$ cat src/hdl/i2c_wr_consts.svh
`ifndef I2C_WR_CONSTS_SVH
`define I2C_WR_CONSTS_SVH

// number of bus engines; I2C_CH_W must hold a channel number
`define I2C_CHANNELS 4
`define I2C_CH_W 2

// clk cycles per quarter of an SCL period
`define I2C_QUARTER 4

// field widths of a command
`define I2C_ADDR_W 7
`define I2C_BYTE_W 8

`endif

$ cat src/hdl/i2c_wr_pkg.sv
`default_nettype none

`include "i2c_wr_consts.svh"

package i2c_wr_pkg;

	typedef struct packed {
		logic [`I2C_CH_W-1:0]   channel;
		logic [`I2C_ADDR_W-1:0] addr;     // 7-bit target address
		logic [`I2C_BYTE_W-1:0] reg_idx;
		logic [`I2C_BYTE_W-1:0] data;
		logic [`I2C_BYTE_W-1:0] tag;      // returned unchanged with the result
	} i2c_cmd_t;

	// where a transaction ended
	typedef enum logic [1:0] {
		PH_OK,
		PH_ADDR_NACK,
		PH_REG_NACK,
		PH_DATA_NACK
	} i2c_phase_e;

	typedef struct packed {
		logic [`I2C_CH_W-1:0]   channel;
		logic [`I2C_BYTE_W-1:0] tag;
		i2c_phase_e             phase;
		logic [`I2C_ADDR_W-1:0] addr;
	} i2c_res_t;

	typedef enum logic [2:0] {
		IDLE,
		START,
		SHIFT,
		ACK,
		STOP
	} i2c_eng_state_e;

endpackage

`default_nettype wire

$ cat src/hdl/i2c_cmd_dispatch.sv
`default_nettype none

`include "i2c_wr_consts.svh"

module i2c_cmd_dispatch
	import i2c_wr_pkg::*;
(
	input  logic                     clk,
	input  logic                     rst,
	input  logic                     cmd_strobe,
	input  i2c_cmd_t                 cmd,
	input  logic [`I2C_CHANNELS-1:0] chan_busy,
	output logic [`I2C_CHANNELS-1:0] start,
	output i2c_cmd_t                 eng_cmd,
	output logic                     cmd_drop
);

	logic                     occupied;
	logic                     accept;
	logic [`I2C_CHANNELS-1:0] sel_onehot;

	// a start still in flight counts as busy because the engine raises busy a cycle later
	assign occupied = chan_busy[cmd.channel] | start[cmd.channel];
	assign accept   = cmd_strobe & ~occupied;
	assign cmd_drop = cmd_strobe & occupied;

	always_comb begin
		sel_onehot              = '0;
		sel_onehot[cmd.channel] = 1'b1;
	end

	always_ff @(posedge clk) begin
		if (!rst) begin
			start <= '0;
		end else if (accept) begin
			start <= sel_onehot;
		end else begin
			start <= '0;
		end
	end

	// one register is shared because engines latch the command on their start pulse
	always_ff @(posedge clk) begin
		if (accept) begin
			eng_cmd <= cmd;
		end
	end

endmodule

`default_nettype wire

$ cat src/hdl/i2c_write_engine.sv
`default_nettype none

`include "i2c_wr_consts.svh"

module i2c_write_engine
	import i2c_wr_pkg::*;
(
	input  logic     clk,
	input  logic     rst,
	input  logic     start,
	input  i2c_cmd_t cmd,
	output logic     scl,
	output logic     sda_oe,
	input  logic     sda_in,
	output logic     busy,
	output logic     done,
	output i2c_res_t res
);

	localparam int QW = $clog2(`I2C_QUARTER);

	i2c_eng_state_e         state;
	logic [QW-1:0]          qcnt;
	logic [1:0]             ph;        // quarter index within one bit time
	logic [2:0]             bit_cnt;
	logic [1:0]             byte_idx;  // 0 address, 1 register, 2 data
	logic                   nack;
	i2c_phase_e             phase_q;
	i2c_cmd_t               cmd_q;
	logic [`I2C_BYTE_W-1:0] shreg;
	logic [`I2C_BYTE_W-1:0] next_byte;
	logic                   tick;
	logic                   end_bit;

	assign tick      = (qcnt == QW'(`I2C_QUARTER - 1));
	assign end_bit   = tick && (ph == 2'd3);
	assign busy      = (state != IDLE);
	assign next_byte = (byte_idx == 2'd0) ? cmd_q.reg_idx : cmd_q.data;

	always_ff @(posedge clk) begin
		if (!rst) begin
			state    <= IDLE;
			qcnt     <= '0;
			ph       <= 2'd0;
			bit_cnt  <= 3'd0;
			byte_idx <= 2'd0;
			nack     <= 1'b0;
			phase_q  <= PH_OK;
			done     <= 1'b0;
		end else begin
			done <= 1'b0;
			if (state != IDLE) begin
				qcnt <= tick ? '0 : qcnt + 1'b1;
				if (tick) begin
					ph <= ph + 2'd1;
				end
			end
			case (state)
				IDLE: begin
					if (start) begin
						state    <= START;
						qcnt     <= '0;
						ph       <= 2'd0;
						byte_idx <= 2'd0;
					end
				end
				START: begin
					if (end_bit) begin
						state   <= SHIFT;
						bit_cnt <= 3'd0;
					end
				end
				SHIFT: begin
					if (end_bit) begin
						bit_cnt <= bit_cnt + 3'd1;
						if (bit_cnt == 3'd7) begin
							state <= ACK;
						end
					end
				end
				ACK: begin
					if (tick && ph == 2'd0) begin
						nack <= sda_in; // target holds SDA low to acknowledge
					end
					if (end_bit) begin
						if (nack) begin
							state <= STOP;
							case (byte_idx)
								2'd0:    phase_q <= PH_ADDR_NACK;
								2'd1:    phase_q <= PH_REG_NACK;
								default: phase_q <= PH_DATA_NACK;
							endcase
						end else if (byte_idx == 2'd2) begin
							state   <= STOP;
							phase_q <= PH_OK;
						end else begin
							state    <= SHIFT;
							byte_idx <= byte_idx + 2'd1;
						end
					end
				end
				STOP: begin
					if (end_bit) begin
						state <= IDLE;
						done  <= 1'b1;
					end
				end
				default: state <= IDLE;
			endcase
		end
	end

	always_ff @(posedge clk) begin
		if (state == IDLE && start) begin
			cmd_q <= cmd;
			shreg <= {cmd.addr, 1'b0}; // write bit is zero
		end else if (state == SHIFT && end_bit) begin
			shreg <= shreg << 1;
		end else if (state == ACK && end_bit) begin
			shreg <= next_byte;
		end
	end

	// SCL is high in the middle two quarters of a bit, so SDA moves only while it is low
	always_comb begin
		case (state)
			START: begin
				scl    = (ph != 2'd3);
				sda_oe = (ph != 2'd0); // SDA falls while SCL is high
			end
			SHIFT: begin
				scl    = ph[0] ^ ph[1];
				sda_oe = ~shreg[`I2C_BYTE_W-1];
			end
			ACK: begin
				scl    = ph[0] ^ ph[1];
				sda_oe = 1'b0;
			end
			STOP: begin
				scl    = (ph != 2'd0);
				sda_oe = ~ph[1]; // SDA released while SCL is high
			end
			default: begin
				scl    = 1'b1;
				sda_oe = 1'b0;
			end
		endcase
	end

	assign res.channel = cmd_q.channel;
	assign res.tag     = cmd_q.tag;
	assign res.phase   = phase_q;
	assign res.addr    = cmd_q.addr;

endmodule

`default_nettype wire

$ cat src/hdl/i2c_result_collect.sv
`default_nettype none

`include "i2c_wr_consts.svh"

module i2c_result_collect
	import i2c_wr_pkg::*;
(
	input  logic                                clk,
	input  logic                                rst,
	input  logic     [`I2C_CHANNELS-1:0]        done,
	input  i2c_res_t [`I2C_CHANNELS-1:0]        eng_res,
	output logic     [`I2C_CHANNELS-1:0]        pending,
	output logic                                res_strobe,
	output i2c_res_t                            res
);

	logic     [`I2C_CHANNELS-1:0] pend_q;
	i2c_res_t [`I2C_CHANNELS-1:0] slot;
	logic     [`I2C_CH_W-1:0]     ptr;     // last channel served
	logic     [`I2C_CHANNELS-1:0] cand;
	logic     [`I2C_CH_W-1:0]     sel;
	logic                         found;
	i2c_res_t                     sel_res;

	// a fresh done counts as pending at once, so chan_busy never dips between engine and slot
	assign cand    = pend_q | done;
	assign pending = cand;

	always_comb begin
		logic [`I2C_CH_W-1:0] idx;
		found = 1'b0;
		sel   = '0;
		for (int i = 0; i < `I2C_CHANNELS; i++) begin
			idx = ptr + `I2C_CH_W'(i + 1);
			if (!found && cand[idx]) begin
				found = 1'b1;
				sel   = idx;
			end
		end
	end

	assign sel_res = pend_q[sel] ? slot[sel] : eng_res[sel];

	always_ff @(posedge clk) begin
		if (!rst) begin
			pend_q     <= '0;
			ptr        <= '0;
			res_strobe <= 1'b0;
		end else begin
			res_strobe <= found;
			if (found) begin
				ptr <= sel;
			end
			for (int k = 0; k < `I2C_CHANNELS; k++) begin
				if (found && sel == `I2C_CH_W'(k)) begin
					pend_q[k] <= 1'b0;
				end else if (done[k]) begin
					pend_q[k] <= 1'b1;
				end
			end
		end
	end

	always_ff @(posedge clk) begin
		for (int k = 0; k < `I2C_CHANNELS; k++) begin
			if (done[k]) begin
				slot[k] <= eng_res[k];
			end
		end
		if (found) begin
			res <= sel_res;
		end
	end

endmodule

`default_nettype wire

$ cat src/hdl/i2c_multi_writer.sv
`default_nettype none

`include "i2c_wr_consts.svh"

module i2c_multi_writer
	import i2c_wr_pkg::*;
(
	input  logic                     clk,
	input  logic                     rst,
	input  logic                     cmd_strobe,
	input  i2c_cmd_t                 cmd,
	output logic                     cmd_drop,
	output logic                     res_strobe,
	output i2c_res_t                 res,
	output logic [`I2C_CHANNELS-1:0] chan_busy,
	output logic [`I2C_CHANNELS-1:0] scl,
	output logic [`I2C_CHANNELS-1:0] sda_oe,
	input  logic [`I2C_CHANNELS-1:0] sda_in
);

	logic     [`I2C_CHANNELS-1:0] start;
	i2c_cmd_t                     eng_cmd;
	logic     [`I2C_CHANNELS-1:0] eng_busy;
	logic     [`I2C_CHANNELS-1:0] eng_done;
	i2c_res_t [`I2C_CHANNELS-1:0] eng_res;
	logic     [`I2C_CHANNELS-1:0] pending;

	// a channel stays busy until its result has left the collector
	assign chan_busy = eng_busy | pending;

	i2c_cmd_dispatch i2c_cmd_dispatch_inst (
		.clk        (clk),
		.rst        (rst),
		.cmd_strobe (cmd_strobe),
		.cmd        (cmd),
		.chan_busy  (chan_busy),
		.start      (start),
		.eng_cmd    (eng_cmd),
		.cmd_drop   (cmd_drop)
	);

	for (genvar k = 0; k < `I2C_CHANNELS; k++) begin : g_eng
		i2c_write_engine i2c_write_engine_inst (
			.clk    (clk),
			.rst    (rst),
			.start  (start[k]),
			.cmd    (eng_cmd),
			.scl    (scl[k]),
			.sda_oe (sda_oe[k]),
			.sda_in (sda_in[k]),
			.busy   (eng_busy[k]),
			.done   (eng_done[k]),
			.res    (eng_res[k])
		);
	end

	i2c_result_collect i2c_result_collect_inst (
		.clk        (clk),
		.rst        (rst),
		.done       (eng_done),
		.eng_res    (eng_res),
		.pending    (pending),
		.res_strobe (res_strobe),
		.res        (res)
	);

endmodule

`default_nettype wire

$ cat config.mk
export PLATFORM = sky130hd
export DESIGN_NAME = i2c_multi_writer
export DESIGN_NICKNAME = d
export VERILOG_FILES = /design/src/hdl/i2c_wr_pkg.sv /design/src/hdl/i2c_cmd_dispatch.sv /design/src/hdl/i2c_write_engine.sv /design/src/hdl/i2c_result_collect.sv /design/src/hdl/i2c_multi_writer.sv
export VERILOG_INCLUDE_DIRS = /design/src /design/src/hdl
export SDC_FILE = /design/constraint.sdc
export NUM_CORES = 1
export LEC_CHECK = 0
export ABC_CLOCK_PERIOD_IN_PS = 7290
export BUFFER_PORTS_ARGS = -buffer_cell sky130_fd_sc_hd__buf_2
export CAP_MARGIN = 20
export CORE_MARGIN = 4
export CORE_UTILIZATION = 55
export CTS_BUF_LIST = sky130_fd_sc_hd__clkbuf_2 sky130_fd_sc_hd__clkbuf_4 sky130_fd_sc_hd__clkbuf_8
export DETAILED_ROUTE_END_ITERATION = 8
export PLACE_DENSITY_LB_ADDON = 0.2
export SLEW_MARGIN = 20
export SYNTH_ARGS = -nofsm -noshare
export SYNTH_HDL_FRONTEND = slang
export SYNTH_SLANG_ARGS = --single-unit
export TNS_END_PERCENT = 5
$ cat constraint.sdc
create_clock -name clk -period 7.29 [get_ports clk]
set_clock_uncertainty 0.05 [all_clocks]
set_input_delay 1.458 -clock clk [delete_from_list [all_inputs] [get_ports clk]]
set_output_delay 1.458 -clock clk [all_outputs]
set_load 0.05 [all_outputs]
==> metrics, run 1 <==
outcome=complete, no violations; GR met3 Demand/Resource=3.08%; proportion of layout cells with a drive suffix above 1=19.2%; clock tree from TritonCTS=built; Worst VDD drop=0.168 mV; post-layout min period=4.45 ns; setup repair after global routing missed its margin=false; number of instances in the synthesized netlist=1169; accumulated negative setup slack=0 ns; number of stages on the worst hold path=0; total buffers and inverters traversed by the critical path=1; upper clock frequency limit=225 MHz; Critical Path RT=5.78 ns; compound-cell area share of the yosys netlist=11.6%; total clock buffers created by CTS=58; cell with the largest stage delay on the worst path=sky130_fd_sc_hd__dfxtp_1; capture point of the worst reg-to-reg path=i2c_result_collect_inst.res[10]; number of levels in the clock H-tree=2; Die Wd=176 um; Root Buffer Master=sky130_fd_sc_hd__clkbuf_8; cts hold-fix bufs=0; average footprint of a synthesized cell=13.2 um2; share of power burned in the clock network=42.5%; post-CTS sizing=0; global routing's busiest layer=met2; number of setup violations in the final report=0; Ant. Diodes=0; Worst Hold Endpoint=i2c_result_collect_inst.slot[0]; max_slew headroom=26.2%; IO buf count=72; final hold viol count=0; signal arrival time at the worst endpoint=2.94 ns; Via density=5.84; adder and majority cell fraction of the synthesized area=2.59%; syn nets=1241; Layout Area Growth over Synthesis=11.6%; total iterations of the first detailed-routing run=5; residual overflow from global routing=0; Floorplan Core Area=0.0278 mm2; leading register cell type out of synthesis=sky130_fd_sc_hd__edfxtp_1; 1st-iter DRT viols=816; worst r2r src=g_eng[2].i2c_write_engine_inst.done; netlist area before placement=0.0155 mm2; global routing met2 resource utilization=34.6%; path class of the lowest-slack min-delay path=register to register; leak pwr=5.94 nW; maximum clock path buffer count=3; Slew Limit Fails=0; count of antenna-violating nets left after detailed routing=0; Nets=1313; Comb power frac=1.9%; critical path startpoint category=register; highest cell delay on the worst timing path=1.05 ns; Final Instance Count excl. Fillers=1666; crit-path max FO=21; startpoint-to-endpoint class of the critical path=register to output pin; via count=9734; Tcrit/Tclk final=61.1%; Initial Util=55.7%; antenna violations before repair=0; sequence of cells on the critical path=nor2_1 > nand2_1 > nor3_1 > a21oi_1 > mux2i_1 > nor2b_1 > buf_2; r2r worst-path depth=7; top cell family by delay on the critical path=flip-flops; sort of element at the end of the critical path=output pin; power density over the cells=242 mW/mm2; total wirelength of the detailed-routed design=33100 um; sequential share of power=55.6%; FFs w/ async S/R, synth=0%; global-route wire length before repair=51900 um; post-synthesis share of cell area spent on xor and xnor gates=0.170%; sequential-to-total area share from yosys stat=66.1%; number of cell rows=61; Remaining DRCs=0; reported net switching power=0.000874 W; design internal power=0.00330 W; portion of netlist area occupied by mux cells=3.29%; Die Area=0.0309 mm2; combined global-route utilization of all metal layers=21.1%; Routability Congestion=0.841; switching part of the total=20.9%; actual slew at the worst max-slew pin=1.10 ns; R2R setup slack=3.60 ns; post-DP HPWL=20700 um; hold_sp=g_eng[0].i2c_write_engine_inst.res[0]; clock slew at reported path FFs=0.06 ns; basic-gate share of the synthesized area counting and, or, nand and nor cells=13.1%; floorplan die height=176 um; Clock Latency Late Sink=0.60 ns; filler cell count in the final layout=2228; number of top-level pins=73; buffers inserted during post-CTS setup optimization=0; count of state elements after synthesis=367; total clock sinks=367; Ys Warns=0; number of synthesized flops with an enable pin=288; vias in the first global route=9441; maximum number of pins on one net before global-route repair=73; max-cap violations=0; average wire per standard cell=19.8 um; number of placed instances, taps included=1559; dominant combinational cell family by area after synthesis=simple AND/OR/NAND/NOR gates; count of unique library cells instantiated by Yosys=68; met1 usage=29.4%
-- flip-flops by register name (all words and copies together), names as in the netlist, 4 cells and up --
signal                                cells
g_eng.i2c_write_engine_inst.ph            8
g_eng.i2c_write_engine_inst.phase_q       8
g_eng.i2c_write_engine_inst.byte_idx      8
g_eng.i2c_write_engine_inst.shreg        32
g_eng.i2c_write_engine_inst.state        12
i2c_cmd_dispatch_inst.eng_cmd            33
g_eng.i2c_write_engine_inst.res          68
g_eng.i2c_write_engine_inst.nack          4
g_eng.i2c_write_engine_inst.done          4
g_eng.i2c_write_engine_inst.cmd_q        64
i2c_result_collect_inst.slot             76
g_eng.i2c_write_engine_inst.bit_cnt      12
i2c_result_collect_inst.pend_q            4
i2c_cmd_dispatch_inst.start               4
g_eng.i2c_write_engine_inst.qcnt          8
i2c_result_collect_inst.res              19
-- cell usage after synthesis (8+ instances only) --
master / n / share of area [%]
sky130_fd_sc_hd__edfxtp_1: 288 / 56
sky130_fd_sc_hd__nor2_1: 112 / 2.7
sky130_fd_sc_hd__dfxtp_1: 79 / 10
sky130_fd_sc_hd__nand2_1: 57 / 1.4
sky130_fd_sc_hd__a21oi_1: 39 / 1.3
sky130_fd_sc_hd__and2_1: 37 / 1.5
sky130_fd_sc_hd__nor3_1: 37 / 1.2
sky130_fd_sc_hd__clkbuf_1: 36 / 0.87
sky130_fd_sc_hd__ha_1: 32 / 2.6
sky130_fd_sc_hd__nor2b_1: 32 / 1.3
sky130_fd_sc_hd__mux2_2: 31 / 2.3
sky130_fd_sc_hd__o2111ai_1: 29 / 1.6
sky130_fd_sc_hd__o21ai_0: 26 / 0.84
sky130_fd_sc_hd__nand3b_1: 24 / 1.2
sky130_fd_sc_hd__a221oi_1: 21 / 1.2
sky130_fd_sc_hd__inv_1: 21 / 0.51
sky130_fd_sc_hd__buf_2: 20 / 0.65
sky130_fd_sc_hd__o221ai_1: 20 / 1.1
sky130_fd_sc_hd__o311ai_1: 20 / 1.1
sky130_fd_sc_hd__nand2b_1: 18 / 0.73
sky130_fd_sc_hd__nand3_1: 17 / 0.55
sky130_fd_sc_hd__mux2i_1: 16 / 1.0
sky130_fd_sc_hd__buf_4: 14 / 0.68
sky130_fd_sc_hd__a22oi_1: 13 / 0.63
sky130_fd_sc_hd__a21boi_0: 12 / 0.58
sky130_fd_sc_hd__o2111ai_2: 10 / 0.97
sky130_fd_sc_hd__or3_1: 10 / 0.40
sky130_fd_sc_hd__and3_1: 8 / 0.32
sky130_fd_sc_hd__or2b_1: 8 / 0.39
-- final cells by class --
class                      count  area (um2)  area share, %
clock buffer                  83        1030           5.96
clock inverter                24         175           1.01
timing repair buffer          91         503           2.91
tap                          378         473           2.74
multi-input combinational    701        4780           27.7
inverter                      22        82.6          0.478
sequential                   367       10200           59.2
-- power by group through the flow --
stage                     Clock, W  Combinational (W)  Sequential [W]
after global routing       0.00192          0.0000884         0.00232
after CTS                  0.00182          0.0000806         0.00232
final                      0.00178          0.0000796         0.00232
after detailed placement         0          0.0000803         0.00236
after floorplan                  0          0.0000532         0.00235
after global placement           0          0.0000787         0.00236
-- layer usage --
layer | vias to the layer above | routed length [um] | part of all wire (%)
li1 | 4610 | - | -
met1 | 4712 | 14500 | 44
met2 | 339 | 15800 | 48
met3 | 73 | 1930 | 5.8
met4 | 0 | 861 | 2.6
met5 | - | 0 | 0
-- stage by stage --
step / util (%) / total power, W / hold WS [ns] / cell area [um2] / setup WS [ns]
finish: 62.2 / 0.00418 / 0.371 / 17300 / 2.84
global route: 62.2 / 0.00433 / 0.374 / 17300 / 2.69
CTS: 62.2 / 0.00422 / 0.361 / 17300 / 2.85
detailed placement: 57.8 / 0.00244 / 0.373 / 16100 / 3.31
global placement: 57.8 / 0.00244 / 0.369 / 16100 / 3.37
floorplan: - / 0.00240 / 0.367 / 15500 / 3.25
-- how the worst max path moves through the flow --
| stage | from | end | depth (start not counted) |
|---|---|---|---|
| after detailed placement | cmd[31] | cmd_drop | 6 |
| final | g_eng[2].i2c_write_engine_inst.done | cmd_drop | 7 |
| after CTS | g_eng[2].i2c_write_engine_inst.done | cmd_drop | 7 |
| after global placement | cmd[31] | cmd_drop | 6 |
| after floorplan | cmd[31] | cmd_drop | 4 |
| after global routing | g_eng[2].i2c_write_engine_inst.done | cmd_drop | 7 |
-- placed cells by master, fill, tap and decap left out, types with 13 or more instances in the layout --
cell | Yosys | routed
sky130_fd_sc_hd__buf_2 | 20 | 72
sky130_fd_sc_hd__and2_1 | 37 | 36
sky130_fd_sc_hd__mux2i_1 | 16 | 16
sky130_fd_sc_hd__inv_1 | 21 | 19
sky130_fd_sc_hd__o221ai_1 | 20 | 19
sky130_fd_sc_hd__mux2_2 | 31 | 31
sky130_fd_sc_hd__clkbuf_4 | 0 | 18
sky130_fd_sc_hd__nor2b_1 | 32 | 32
sky130_fd_sc_hd__nand2b_1 | 18 | 18
sky130_fd_sc_hd__clkinv_1 | 1 | 13
sky130_fd_sc_hd__nor3_1 | 37 | 37
sky130_fd_sc_hd__edfxtp_1 | 288 | 288
sky130_fd_sc_hd__o2111ai_1 | 29 | 29
sky130_fd_sc_hd__a221oi_1 | 21 | 21
sky130_fd_sc_hd__nand3b_1 | 24 | 24
sky130_fd_sc_hd__ha_1 | 32 | 32
sky130_fd_sc_hd__nand2_1 | 57 | 57
sky130_fd_sc_hd__nor2_1 | 112 | 111
sky130_fd_sc_hd__buf_4 | 14 | 19
sky130_fd_sc_hd__nand3_1 | 17 | 17
sky130_fd_sc_hd__a22oi_1 | 13 | 13
sky130_fd_sc_hd__o21ai_0 | 26 | 25
sky130_fd_sc_hd__a21oi_1 | 39 | 39
sky130_fd_sc_hd__clkbuf_8 | 0 | 65
sky130_fd_sc_hd__o311ai_1 | 20 | 20
sky130_fd_sc_hd__dfxtp_1 | 79 | 79
-- kinds of logic after synthesis --
logic type	after synthesis
AOI/OAI and AO/OA	232
xor gates and xnor gates	3
adders and majority gates	32
buffers and inverters	101
DFF	367
muxes	47
and+or+nand+nor	387
Power figures use the tool's default switching activity.
==> run 2: changes to the inputs <==
--- a/config.mk
+++ b/config.mk
@@ -6,7 +6,7 @@
 export SDC_FILE = /design/constraint.sdc
 export NUM_CORES = 1
 export LEC_CHECK = 0
-export ABC_CLOCK_PERIOD_IN_PS = 7290
+export ABC_CLOCK_PERIOD_IN_PS = 4300
 export BUFFER_PORTS_ARGS = -buffer_cell sky130_fd_sc_hd__buf_2
 export CAP_MARGIN = 20
 export CORE_MARGIN = 4
==> constraint.sdc (replaced) <==
create_clock -name clk -period 4.3 [get_ports clk]
set_clock_uncertainty 0.05 [all_clocks]
set_input_delay 0.86 -clock clk [delete_from_list [all_inputs] [get_ports clk]]
set_output_delay 0.86 -clock clk [all_outputs]
set_load 0.05 [all_outputs]
==> run 2 against run 1 <==
Non-clock buffer count grew 1. Via count shrank 0.39%. Largest cell class unchanged. Combinational power grew 70%. Setup slack lost 2.0 ns. Largest power group unchanged. Sequential power grew 70%. Cell count shrank 0.12%. Global-route usage grew 0.89 points.
==> metrics, run 2 (synthesis gave the netlist of run 1 again) <==
Layout Area Growth over Synthesis=11.0%; Die Area=0.0309 mm2 (unchanged); number of placed instances, taps included=1560 (+0.064%); Initial Util=55.7% (unchanged); antenna violations before repair=0 (unchanged); design internal power=0.00538 W (+63%); Ant. Diodes=0 (unchanged); sort of element at the end of the critical path=output pin; cell with the largest stage delay on the worst path=sky130_fd_sc_hd__nor3_1; global-route wire length before repair=53500 um (+3.0%); clock slew at reported path FFs=0.06 ns (about the same); Worst Hold Endpoint=i2c_cmd_dispatch_inst.eng_cmd[26]; total clock buffers created by CTS=57 (-1.7%); Final Instance Count excl. Fillers=1664 (-0.12%); total iterations of the first detailed-routing run=5 (unchanged); most frequent cells in the layout=sky130_fd_sc_hd__edfxtp_1 (288), sky130_fd_sc_hd__nor2_1 (111), sky130_fd_sc_hd__dfxtp_1 (79), sky130_fd_sc_hd__buf_2 (72); Remaining DRCs=0 (unchanged); count of antenna-violating nets left after detailed routing=0 (unchanged); Routability Congestion=0.836 (-0.64%); critical path startpoint category=register; number of top-level pins=73 (unchanged); worst r2r src=g_eng[1].i2c_write_engine_inst.state[0]; crit-path max FO=13 (-38%); Via density=5.83 (-0.27%); register with the highest flop count=i2c_result_collect_inst.slot; Largest regs=i2c_result_collect_inst.slot (76), g_eng.i2c_write_engine_inst.res (68), g_eng.i2c_write_engine_inst.cmd_q (64); path class of the lowest-slack min-delay path=primary input to register; startpoint-to-endpoint class of the critical path=register to output pin; residual overflow from global routing=0 (unchanged); outcome=complete, no violations; post-CTS sizing=0 (unchanged); R2R setup slack=1.15 ns (-2.45 ns); upper clock frequency limit=289 MHz; sequence of cells on the critical path=nor3_1 > nand2_1 > nor3_1 > a31oi_1 > mux2i_1 > nor2b_1 > buf_2; final hold viol count=0 (unchanged); post-DP HPWL=22100 um (+6.6%); Slew Limit Fails=0 (unchanged); Largest register FFs=76 (unchanged); Root Buffer Master=sky130_fd_sc_hd__clkbuf_8; Critical Path RT=3.39 ns (-2.39 ns); average wire per standard cell=20.5 um (+3.2%); total clock sinks=367 (unchanged); cts hold-fix bufs=0 (unchanged); clock tree from TritonCTS=built; leak pwr=5.89 nW (-0.96%); post-layout min period=3.46 ns; r2r worst-path depth=4 (-3); Floorplan Core Area=0.0278 mm2 (unchanged); number of levels in the clock H-tree=2 (unchanged); power density over the cells=398 mW/mm2 (+65%); buffers inserted during post-CTS setup optimization=0 (unchanged); Clock Latency Late Sink=0.59 ns (about the same); hold_sp=cmd[26]; max_slew headroom=34.9% (+8.6 points); total wirelength of the detailed-routed design=34100 um (+3.0%); actual slew at the worst max-slew pin=0.977 ns (-0.128 ns); via count=9696 (-0.39%); floorplan die height=176 um (unchanged); combined global-route utilization of all metal layers=22.0% (+0.89 points); utilization of the core after routing=61.8% (-0.35 points); max-cap violations=0 (unchanged); setup repair after global routing missed its margin=false; sequential share of power=57.7% (+2.1 points); Most common cell on crit path=sky130_fd_sc_hd__nor3_1; Tcrit/Tclk final=80.4%; Nets=1313 (unchanged); Worst VDD drop=0.312 mV (+86%); number of setup violations in the final report=0 (unchanged); Die Wd=176 um (unchanged); switching part of the total=21.3% (+0.35 points); Comb power frac=2.0% (about the same); capture point of the worst reg-to-reg path=g_eng[1].i2c_write_engine_inst.res[18]; number of cell rows=61 (unchanged); signal arrival time at the worst endpoint=2.55 ns (-0.39 ns); accumulated negative setup slack=0 ns (unchanged); maximum number of pins on one net before global-route repair=48 (-34%); reported net switching power=0.00146 W (+66%); 1st-iter DRT viols=659 (-19%); highest cell delay on the worst timing path=0.58 ns (-0.47 ns); number of stages on the worst hold path=1 (+1); share of power burned in the clock network=40.4% (-2.1 points); most common library cell in the layout ignoring fill and taps=sky130_fd_sc_hd__edfxtp_1; vias in the first global route=9692 (+2.7%); proportion of layout cells with a drive suffix above 1=18.5% (-0.67 points); IO buf count=72 (unchanged); maximum clock path buffer count=3 (unchanged)
run 2: cell types whose count changed in the layout (fill, tap and decap cells not counted), moves of 2 or more:
cell                         change
sky130_fd_sc_hd__clkbuf_8        -8
sky130_fd_sc_hd__clkinv_2        -2
sky130_fd_sc_hd__clkinv_1        +9
sky130_fd_sc_hd__clkinvlp_4      +2
run 2: worst max-delay path by stage:
stage                     cells past startpoint                                endpoint                                    start
final                                         7                                cmd_drop  g_eng[0].i2c_write_engine_inst.state[2]
after global routing                          6                                cmd_drop  g_eng[1].i2c_write_engine_inst.state[0]
after CTS                                     7                                cmd_drop  g_eng[0].i2c_write_engine_inst.state[2]
after detailed placement                      4   g_eng[1].i2c_write_engine_inst.res[1]  g_eng[1].i2c_write_engine_inst.state[0]
after global placement                        4  g_eng[1].i2c_write_engine_inst.res[16]  g_eng[1].i2c_write_engine_inst.state[0]
after floorplan                               6                                cmd_drop      g_eng[0].i2c_write_engine_inst.done
run 2: area by class of cell:
class / instances / area [um2]
Inverter: 22 / 82.6
Fill cell: 2204 / 10600
Clock buffer: 75 / 920
Timing Repair Buffer: 92 / 523
Sequential cell: 367 / 10200
Clock inverter: 29 / 158
Multi-Input combinational cell: 701 / 4790
Tap cell: 378 / 473
run 2: per-layer routing:
metal / share of wire (%) / global-route usage, % / wire, um
met1: 43 / 29.7 / 14700
met2: 50 / 37.1 / 16900
met5: 0 / 0 / 0
met4: 2.6 / 6.95 / 890
met3: 4.8 / 3.44 / 1630
run 2: metrics by stage:
| stage | hold slack [ns] | power (W) | setup slack (ns) | cell area [um2] |
|---|---|---|---|---|
| global route | 0.359 | 0.00710 | 0.684 | 17200 |
| finish | 0.389 | 0.00684 | 0.842 | 17200 |
| global placement | 0.369 | 0.00415 | 1.21 | 16100 |
| CTS | 0.356 | 0.00690 | 0.856 | 17200 |
| floorplan | 0.367 | 0.00407 | 0.969 | 15500 |
| detailed placement | 0.374 | 0.00415 | 1.11 | 16100 |
run 2: worst max-delay path, delay by kind of cell (launching register included):
kind                   cells  cell delay [ns]
flip-flops                 1             0.43
multiplexers               1             0.18
AO/OA/AOI/OAI              1             0.09
buffers and inverters      1             0.21
AND/OR/NAND/NOR            4             1.06
run 2: power by group through the flow:
stage          Sequential [W]  Clock (W)  Combinational [W]
2_1_floorplan         0.00398          0          0.0000903
4_1_cts               0.00394    0.00282           0.000137
3_5_place_dp          0.00402          0           0.000137
5_1_grt               0.00395    0.00300           0.000151
3_3_place_gp          0.00401          0           0.000134
6_report              0.00394    0.00276           0.000135
==> run 3: changes to the inputs <==
--- a/config.mk
+++ b/config.mk
@@ -6,7 +6,7 @@
 export SDC_FILE = /design/constraint.sdc
 export NUM_CORES = 1
 export LEC_CHECK = 0
-export ABC_CLOCK_PERIOD_IN_PS = 4300
+export ABC_CLOCK_PERIOD_IN_PS = 3270
 export BUFFER_PORTS_ARGS = -buffer_cell sky130_fd_sc_hd__buf_2
 export CAP_MARGIN = 20
 export CORE_MARGIN = 4
==> constraint.sdc (replaced) <==
create_clock -name clk -period 3.27 [get_ports clk]
set_clock_uncertainty 0.05 [all_clocks]
set_input_delay 0.654 -clock clk [delete_from_list [all_inputs] [get_ports clk]]
set_output_delay 0.654 -clock clk [all_outputs]
set_load 0.05 [all_outputs]
==> run 3 against run 2 <==
Hold slack got worse by 0.22 ns. Largest power group unchanged. Core utilization up 1.1 points. Sequential cell count unchanged. Combinational power increased by 41%. Highest routed layer unchanged.
==> metrics, run 3 (synthesis gave the netlist of run 1 again) <==
average wire per standard cell=19.9 um (-2.6%); signal arrival time at the worst endpoint=2.37 ns (-0.18 ns); startpoint-to-endpoint class of the critical path=register to output pin; clock slew at reported path FFs=0.06 ns (about the same); vias in the first global route=10000 (+3.5%); Die Area=0.0309 mm2 (unchanged); utilization of the core after routing=62.9% (+1.1 points); Initial Util=55.7% (unchanged); post-layout total power=0.00937 W (+37%); number of levels in the clock H-tree=2 (unchanged); final hold viol count=0 (unchanged); total wirelength of the detailed-routed design=33600 um (-1.4%); buffers inserted during post-CTS setup optimization=0 (unchanged); most frequent cells in the layout=sky130_fd_sc_hd__edfxtp_1 (288), sky130_fd_sc_hd__nor2_1 (110), sky130_fd_sc_hd__dfxtp_1 (77), sky130_fd_sc_hd__buf_2 (72), sky130_fd_sc_hd__clkbuf_8 (63); Slew Limit Fails=0 (unchanged); outcome=complete, no violations; maximum number of pins on one net before global-route repair=39 (-19%); final cell area excluding filler cells=0.0175 mm2 (+1.8%); number of placed instances, taps included=1577 (+1.1%); leak pwr=6.05 nW (+2.8%); max-cap violations=0 (unchanged); Ant. Diodes=0 (unchanged); register with the highest flop count=i2c_result_collect_inst.slot; proportion of layout cells with a drive suffix above 1=20.3% (+1.8 points); number of top-level pins=73 (unchanged); setup repair after global routing missed its margin=false; Critical Path RT=2.57 ns (-0.82 ns); Critical Path Start=g_eng[1].i2c_write_engine_inst.state[2]; IO buf count=72 (unchanged); Final Instance Count excl. Fillers=1686 (+1.3%); upper clock frequency limit=326 MHz; Routability Congestion=0.817 (-2.3%); cell area after placement=0.0162 mm2 (+0.89%); post-CTS sizing=0 (unchanged); sort of element at the end of the critical path=output pin; hold_sp=cmd[7]; Floorplan Core Area=0.0278 mm2 (unchanged); power density over the cells=536 mW/mm2 (+35%); most common library cell in the layout ignoring fill and taps=sky130_fd_sc_hd__edfxtp_1; residual overflow from global routing=0 (unchanged); antenna violations before repair=0 (unchanged); Worst VDD drop=0.337 mV (+8.2%); post-layout min period=3.07 ns; floorplan die height=176 um (unchanged); number of cell rows=61 (unchanged); worst r2r src=g_eng[2].i2c_write_engine_inst.done; Largest register FFs=76 (unchanged); cts hold-fix bufs=0 (unchanged); Root Buffer Master=sky130_fd_sc_hd__clkbuf_8; via count=9799 (+1.1%); number of setup violations in the final report=0 (unchanged); accumulated negative setup slack=0 ns (unchanged); total clock sinks=367 (unchanged); 1st-iter DRT viols=653 (-0.91%); Die Wd=176 um (unchanged); Layout Area Growth over Synthesis=13.0%; Via density=5.81 (-0.26%); Tcrit/Tclk final=93.9%; Nets=1332 (+1.4%); max_slew headroom=48.1% (+13 points); total iterations of the first detailed-routing run=5 (unchanged); Clock Latency Late Sink=0.60 ns (about the same); Largest regs=i2c_result_collect_inst.slot (76), g_eng.i2c_write_engine_inst.res (68), g_eng.i2c_write_engine_inst.cmd_q (64); crit-path max FO=13 (unchanged); highest cell delay on the worst timing path=0.53 ns (-0.05 ns); clock tree from TritonCTS=built; actual slew at the worst max-slew pin=0.778 ns (-0.199 ns); sequence of cells on the critical path=or3_1 > nor2_2 > a31oi_1 > mux2i_1 > nor2b_1 > buf_2; global-route wire length before repair=53700 um (+0.45%); combined global-route utilization of all metal layers=21.7% (-0.26 points); maximum clock path buffer count=3 (unchanged); critical path startpoint category=register; path class of the lowest-slack min-delay path=primary input to register; count of antenna-violating nets left after detailed routing=0 (unchanged); Remaining DRCs=0 (unchanged); post-DP HPWL=22000 um (-0.20%); cell with the largest stage delay on the worst path=sky130_fd_sc_hd__dfxtp_1; total clock buffers created by CTS=59 (+3.5%)
run 3: changes by cell type in the layout (fill, tap and decap cells not counted), moves of 3 or more:
| cell | change |
|---|---|
| sky130_fd_sc_hd__bufinv_16 | +3 |
| sky130_fd_sc_hd__clkbuf_8 | +6 |
| sky130_fd_sc_hd__buf_4 | +15 |
| sky130_fd_sc_hd__clkbuf_4 | -3 |
run 3: layout make-up:
| cell class | instances | area [um2] |
|---|---|---|
| Timing Repair Buffer | 109 | 676 |
| Sequential cell | 367 | 10200 |
| Inverter | 22 | 82.6 |
| Clock buffer | 78 | 980 |
| Fill cell | 2190 | 10300 |
| Tap cell | 378 | 473 |
| Clock inverter | 31 | 239 |
| Multi-Input combinational cell | 701 | 4800 |
run 3: metal layers:
metal  routed length [um]  part of all wire (%)  track usage, %  up-vias
met5                    0                     0               0        -
met4                  792                   2.4            7.05        0
met3                 1880                   5.6            4.07       70
met2                16600                    49            37.1      305
met1                14400                    43            28.4     4784
li1                     -                     -               -     4640
run 3: where the power goes:
| group | switching, W | total [W] | internal (W) | leakage, nW |
|---|---|---|---|---|
| Sequential | 0.0000675 | 0.00517 | 0.00510 | 3.24 |
| Clock | 0.00174 | 0.00400 | 0.00226 | 0.639 |
| Combinational | 0.000118 | 0.000190 | 0.0000723 | 2.17 |
| Total | 0.00193 | 0.00937 | 0.00744 | 6.05 |
run 3: worst paths after layout:
| path | endpoint | slack (ns) | cells past startpoint |
|---|---|---|---|
| hold / removal | i2c_cmd_dispatch_inst.eng_cmd[7] | 0.17 | 1 |
| setup / recovery | cmd_drop | 0.20 | 6 |
| setup reg to reg | i2c_result_collect_inst.res[11] | 0.59 | 8 |
| hold reg to reg | i2c_result_collect_inst.slot[52] | 0.39 | 0 |
run 3: per-stage QoR:
stage / setup WS, ns / hold WS [ns]
after CTS: 0.0390 / 0.137
after global placement: 0.735 / 0.369
final: 0.199 / 0.173
after detailed placement: 0.614 / 0.374
after floorplan: 0.145 / 0.367
after global routing: 0.0182 / 0.136
run 3: worst max-delay path: cells and delay by family (launching register included):
kind	cells	cell delay, ns
muxes	1	0.16
buffers and inverters	1	0.26
and+or+nand+nor	3	0.50
AOI/OAI and AO/OA	1	0.32
DFF	1	0.53
